## src/logic/trace_pkg.sv

```systemverilog
package trace_pkg;

    localparam int xlen          = 64;              // data and address width
    localparam int opid_bits     = 7;
    localparam int rob_depth     = 1 << opid_bits;  // snapshot entries
    localparam int tag_bits      = 4;
    localparam int st_depth      = 1 << tag_bits;   // store records
    localparam int strb_bits     = 8;
    localparam int strb_ofs_bits = $clog2(strb_bits);

    typedef logic [xlen-1:0]      word_t;
    typedef logic [opid_bits-1:0] opid_t;
    typedef logic [tag_bits-1:0]  st_tag_t;
    typedef logic [strb_bits-1:0] strb_t;
    typedef logic [11:0]          csr_addr_t;
    typedef logic [3:0]           bytes_t;   // 0 to 8 bytes

    // supervisor aliases, moved up to machine mode
    localparam csr_addr_t csr_sstatus = 12'h100;
    localparam csr_addr_t csr_sie     = 12'h104;
    localparam csr_addr_t csr_sip     = 12'h144;
    localparam csr_addr_t s_to_m_ofs  = 12'h200;

    // user counters, moved down to machine counters
    localparam csr_addr_t csr_cycle   = 12'hc00;
    localparam csr_addr_t csr_time    = 12'hc01;
    localparam csr_addr_t csr_instret = 12'hc02;
    localparam csr_addr_t u_to_m_ofs  = 12'h100;

    typedef struct packed {
        word_t mstatus;
        word_t mtvec;
        word_t mcause;
        word_t mepc;
        word_t stvec;
        word_t sepc;
    } csr_set_t;

    typedef struct packed {
        logic    valid;
        st_tag_t tag;
        word_t   addr;
        word_t   wdata;
        strb_t   strb;
    } st_req_t;

    typedef struct packed {
        logic    valid;
        st_tag_t tag;
        logic    miss;
    } st_resp_t;

    typedef struct packed {
        logic        valid;
        word_t       pc;
        logic [31:0] ir;
        csr_set_t    csrs;    // state before the op ran
    } commit_rec_t;

    typedef struct packed {
        bytes_t bytes;        // zero means no change
        word_t  addr;
        word_t  data;         // aligned to byte 0
    } mem_delta_t;

    typedef struct packed {
        logic      valid;
        csr_addr_t addr;
        word_t     value;
    } csr_delta_t;

endpackage

```

## src/logic/store_tracker.sv

```systemverilog
`timescale 1ns/100ps

module store_tracker
    import trace_pkg::*;
(
    input  logic       clk,
    input  logic       rst,
    input  st_req_t    st_req,
    input  st_resp_t   st_resp,
    output mem_delta_t st_hit_rec
);

    mem_delta_t               st_table [st_depth];   // indexed by cache tag
    logic [strb_ofs_bits-1:0] st_offset;
    mem_delta_t               new_rec;
    mem_delta_t               resp_rec;
    logic                     resp_hit;

    // lowest enabled byte lane
    always_comb begin
        st_offset = '0;
        for (int i = strb_bits - 1; i >= 0; i--) begin
            if (st_req.strb[i]) begin
                st_offset = strb_ofs_bits'(i);
            end
        end
    end

    always_comb begin
        new_rec.bytes = bytes_t'($countones(st_req.strb));
        new_rec.addr  = st_req.addr;
        new_rec.data  = st_req.wdata >> {st_offset, 3'b000};   // shift by whole bytes
    end

    always_ff @(posedge clk) begin
        if (st_req.valid && !rst) begin
            st_table[st_req.tag] <= new_rec;
        end
    end

    assign resp_rec = st_table[st_resp.tag];   // old record on same-tag write
    assign resp_hit = st_resp.valid & ~st_resp.miss;

    // a miss or an idle cycle reports no memory change
    always_comb begin
        st_hit_rec = resp_rec;
        if (!resp_hit) begin
            st_hit_rec.bytes = '0;
        end
    end

endmodule

```

## config.mk

```make
export PLATFORM = sky130hd
export DESIGN_NAME = store_tracker
export DESIGN_NICKNAME = d
export VERILOG_FILES = /design/src/logic/trace_pkg.sv /design/src/logic/store_tracker.sv
export SDC_FILE = /design/constraint.sdc
export NUM_CORES = 2
export LEC_CHECK = 0
export ABC_CLOCK_PERIOD_IN_PS = 33600
export BUFFER_PORTS_ARGS = -buffer_cell sky130_fd_sc_hd__buf_2
export CORE_MARGIN = 1
export CORE_UTILIZATION = 55
export DETAILED_ROUTE_END_ITERATION = 6
export PLACE_DENSITY_LB_ADDON = 0.1
export SLEW_MARGIN = 40
export SYNTH_ARGS = -nofsm -noshare
export SYNTH_HDL_FRONTEND = slang
export SYNTH_SLANG_ARGS = --single-unit
export TNS_END_PERCENT = 100
```

## constraint.sdc

```tcl
create_clock -name clk -period 33.6 [get_ports clk]
set_input_delay 6.72 -clock clk [delete_from_list [all_inputs] [get_ports clk]]
set_output_delay 6.72 -clock clk [all_outputs]
set_load 0.1 [all_outputs]
```

==> metrics.md <==
| Metric | Value |
|---|---|
| Via count | `between 30k and 40k` |
| DIE WIDTH | `roughly 390 um` |
| Post-synth top area cell | `edfxtp_1` |
| Hold Buf Count CTS | `0` |
| Final ANT Viol Nets | `0` |
| Setup TNS | `0 ns` |
| Layout cells sized above 1 | `between 30% and 40%` |
| Arr. time, crit path | `around 11 ns` |
| WL/cell | `between 30 and 40 um` |
| Pleak | `28.9 nW` |
| Post-CTS sizing | `0` |
| Final net count | `about 4k` |
| Data required time of the critical path | `about 27 ns` |
| Longest Clk Path Bufs | `3` |
| Largest regs | `st_table x2112` |
| FF+latch count, synth | `2112` |
| Async S/R FF share, synth | `0%` |
| GRT overflow | `0` |
| Clk pwr share | `between 30% and 40%` |
| Comb power frac | `roughly 8.3%` |
| Starting Density | `between 50 and 60%` |
| Number of I/O port buffers | `280` |
| Syn Area/Cell | `24.1 um^2` |
| P per Cell Area | `around 61 mW/mm^2` |
| Fin crit share | `a little over half` |
| Critical path type | `input port to output pin` |
| Crit Path Max Fanout | `47` |
| Initial DRC Count | `between 3k and 4k` |
| Global-route wire length before repair | `281000 um` |
| Fin crit period | `~18 ns` |
| VDD IR-drop max | `between 0.04 and 0.05 mV` |
| Cell count after synthesis | `3383` |
| Final WL | `193000 um` |
| Status | `completed` |
| CTS tree | `built` |
| Total GRT Usage | `between 20% and 30%` |
| Final setup fails | `0` |
| Switch share | `between 20% and 30%` |
| DRC | `0` |
| Num ports | `roughly 280` |
| Post-CTS Setup Inserts | `0` |
| Seq/Total Area, Yosys | `77.7%` |
| Largest family of logic cells by synthesized area | `multiplexers` |
| Synth Area in Compound Gates | `between 1 and 1.5%` |
| Synth warnings | `0` |
| Fmax | `~57 MHz` |
| Largest net degree at the start of global routing | `just over 90` |
| Top post-synthesis cells by area | `edfxtp_1 78%, mux4_2 18%, mux2i_1 0.69%, clkbuf_1 0.47%, a211oi_1 0.31%` |
| Type of destination of the critical path | `output pin` |
| Die area | `around 0.15 mm^2` |
| Commonest non-fill, non-tap cells in the layout | `2112 x edfxtp_1, 641 x mux4_2, 277 x buf_2` |
| Final-report hold violation count | `0` |
| Slew Limit Fails | `0` |
| Slew of the pin with the lowest slew margin | `roughly 0.92 ns` |
| Placer Congestion | `0.889` |
| Unrepaired setup endpoints after global routing | `no` |
| First drt pass iteration count | `5` |
| Sw Pwr | `about 1.3 mW` |
| Largest register by flop count | `st_table` |
| Multiplexer share of the synthesized area | `a little under a fifth` |
| Slew HR | `38.2%` |
| XOR/XNOR Fraction of Synth Area | `less than 1%` |
| Worst path max stage delay | `~0.61 ns` |
| Inserted Clock Buffers | `about 210` |
| Simple-Gate Fraction of Synth Area | `around 1.2%` |
| Root Driver | `clkbuf_16` |
| Flop pwr share | `~52%` |
| Detailed placement HPWL | `102000 um` |
| Adder-cell share of the synthesized area | `less than 1%` |
| Die height | `387 um` |
| MaxCap Viol Count | `0` |
| Worst Hold Class | `input port to register` |
| Critical-path cell list | `buf_8, buf_6, buf_6, buf_6, buf_6, mux4_2, nor2b_1, a211oi_1, a21oi_1, buf_2` |
| Vias in the first global route | `between 30k and 40k` |
| Internal power | `roughly 4.4 mW` |
| Slowest CP cell | `buf_6` |
| Worst setup SP type | `input port` |
| Max FFs per register | `2112` |
| WHS | `between 6 and 7 ns` |
| Total clock sinks | `around 2.1k` |
| Cell row count | `~140` |
| Synth-to-layout area growth | `14.0%` |
| Initial antenna violation count | `17` |
| Most used cell, CP | `buf_6` |
| Leading cell type in the layout, fill and taps excluded | `edfxtp_1` |
| Mapped Nets | `~3.5k` |
| Worst-path clk slew | `about 0.06 ns` |
| Vias/cell | `about 6.5` |
| Top FF cell, synth | `edfxtp_1` |
| Post-synth top area share | `approximately 78%` |
| Post-synth EDFFs | `2112` |
| H-tree levels | `4` |
| CORE AREA | `between 0.1 and 0.15 mm^2` |
| Yosys cell types | `between 60 and 70` |
| Area of the mapped netlist | `between 0.08 and 0.09 mm^2` |
## routing by layer
| layer | routed length [um] | part of all wire (%) | GRT usage, % | vias up |
|---|---|---|---|---|
| met2 | 98200 | 51 | 43.6 | 1487 |
| met5 | 46 | 0.024 | 0 | - |
| met4 | 4060 | 2.1 | 6.26 | 8 |
| met3 | 12500 | 6.5 | 4.28 | 287 |
| met1 | 78600 | 41 | 36.8 | 20934 |
| li1 | - | - | - | 15554 |
## final timing paths
kind                                 to   startpoint  cells after the start
worst min-delay path  st_table[15][124]  st_req[132]                      1
worst max-delay path     st_hit_rec[57]   st_resp[1]                     10
## power by group through the flow
stage	clock network [mW]	logic (mW)	registers, mW
2_1_floorplan	0	0.325	3.03
3_3_place_gp	0	0.452	3.03
3_5_place_dp	0	0.471	3.03
4_1_cts	2.27	0.471	2.97
5_1_grt	2.36	0.493	2.97
6_report	2.23	0.469	2.97
## metrics by stage
step | util, % | power, mW | cell area, um^2 | std cells | setup WS, ns
finish | 63.1 | 5.67 | 93100 | 5904 | 15.94
global route | 63.1 | 5.83 | 93100 | 5899 | 15.49
CTS | 63.0 | 5.71 | 93000 | 5895 | 15.02
detailed placement | 58.6 | 3.50 | 86400 | 5516 | 15.01
global placement | 58.1 | 3.48 | 85700 | 5497 | 14.54
floorplan | - | 3.36 | 81700 | 3383 | 16.55
## Yosys cell counts (2+ instances only)
| cell | number |
|---|---|
| edfxtp_1 | 2112 |
| mux4_2 | 641 |
| clkbuf_1 | 103 |
| mux2i_1 | 56 |
| buf_1 | 50 |
| a21oi_1 | 44 |
| nand2_1 | 43 |
| a211oi_1 | 34 |
| buf_2 | 31 |
| nor2_1 | 27 |
| nor2b_1 | 26 |
| o21ai_0 | 18 |
| nand3_1 | 17 |
| and3_1 | 16 |
| inv_1 | 16 |
| and2_1 | 13 |
| o211ai_1 | 12 |
| mux2_2 | 11 |
| nor3_1 | 11 |
| o22ai_1 | 8 |
| a21boi_0 | 6 |
| o2111ai_1 | 6 |
| nand2b_1 | 5 |
| o21ai_1 | 5 |
| or2_2 | 5 |
| a221o_1 | 4 |
| a311oi_1 | 4 |
| fa_1 | 4 |
| o221ai_1 | 4 |
| a221oi_1 | 3 |
| a32oi_1 | 3 |
| ha_1 | 3 |
| a22oi_1 | 2 |
| a2bb2oi_1 | 2 |
| buf_6 | 2 |
| mux2_1 | 2 |
| nand4_1 | 2 |
| nor3b_1 | 2 |
| nor4_4 | 2 |
| o32ai_1 | 2 |
| or4_1 | 2 |
## kinds of logic (layout without fill, tap and decap cells)
logic type | count (synthesis) | count (layout)
buffers and inverters | 204 | 788
AND/OR/NAND/NOR | 178 | 178
other | 0 | 7
XOR/XNOR | 1 | 1
adder cells (fa/ha/maj) | 7 | 7
flip-flops | 2112 | 2112
AO/OA/AOI/OAI | 171 | 171
multiplexers | 710 | 710
## area by class of cell
class,count,area (um^2)
Clock inverter,126,1210
Fill cell,9715,54400
Tap cell,1930,2410
Timing Repair Buffer,392,2830
Inverter,17,63.8
Multi-Input combinational cell,1067,17800
Antenna cell,7,17.5
Sequential cell,2112,63400
Clock buffer,253,5350
## critical path, delay by kind of cell
| kind | cells | cell delay [ns] |
|---|---|---|
| buf+inv | 6 | 3.00 |
| mux | 1 | 0.56 |
| compound gates | 2 | 0.35 |
| simple gates | 1 | 0.14 |
(Power assumes the default switching activity.)
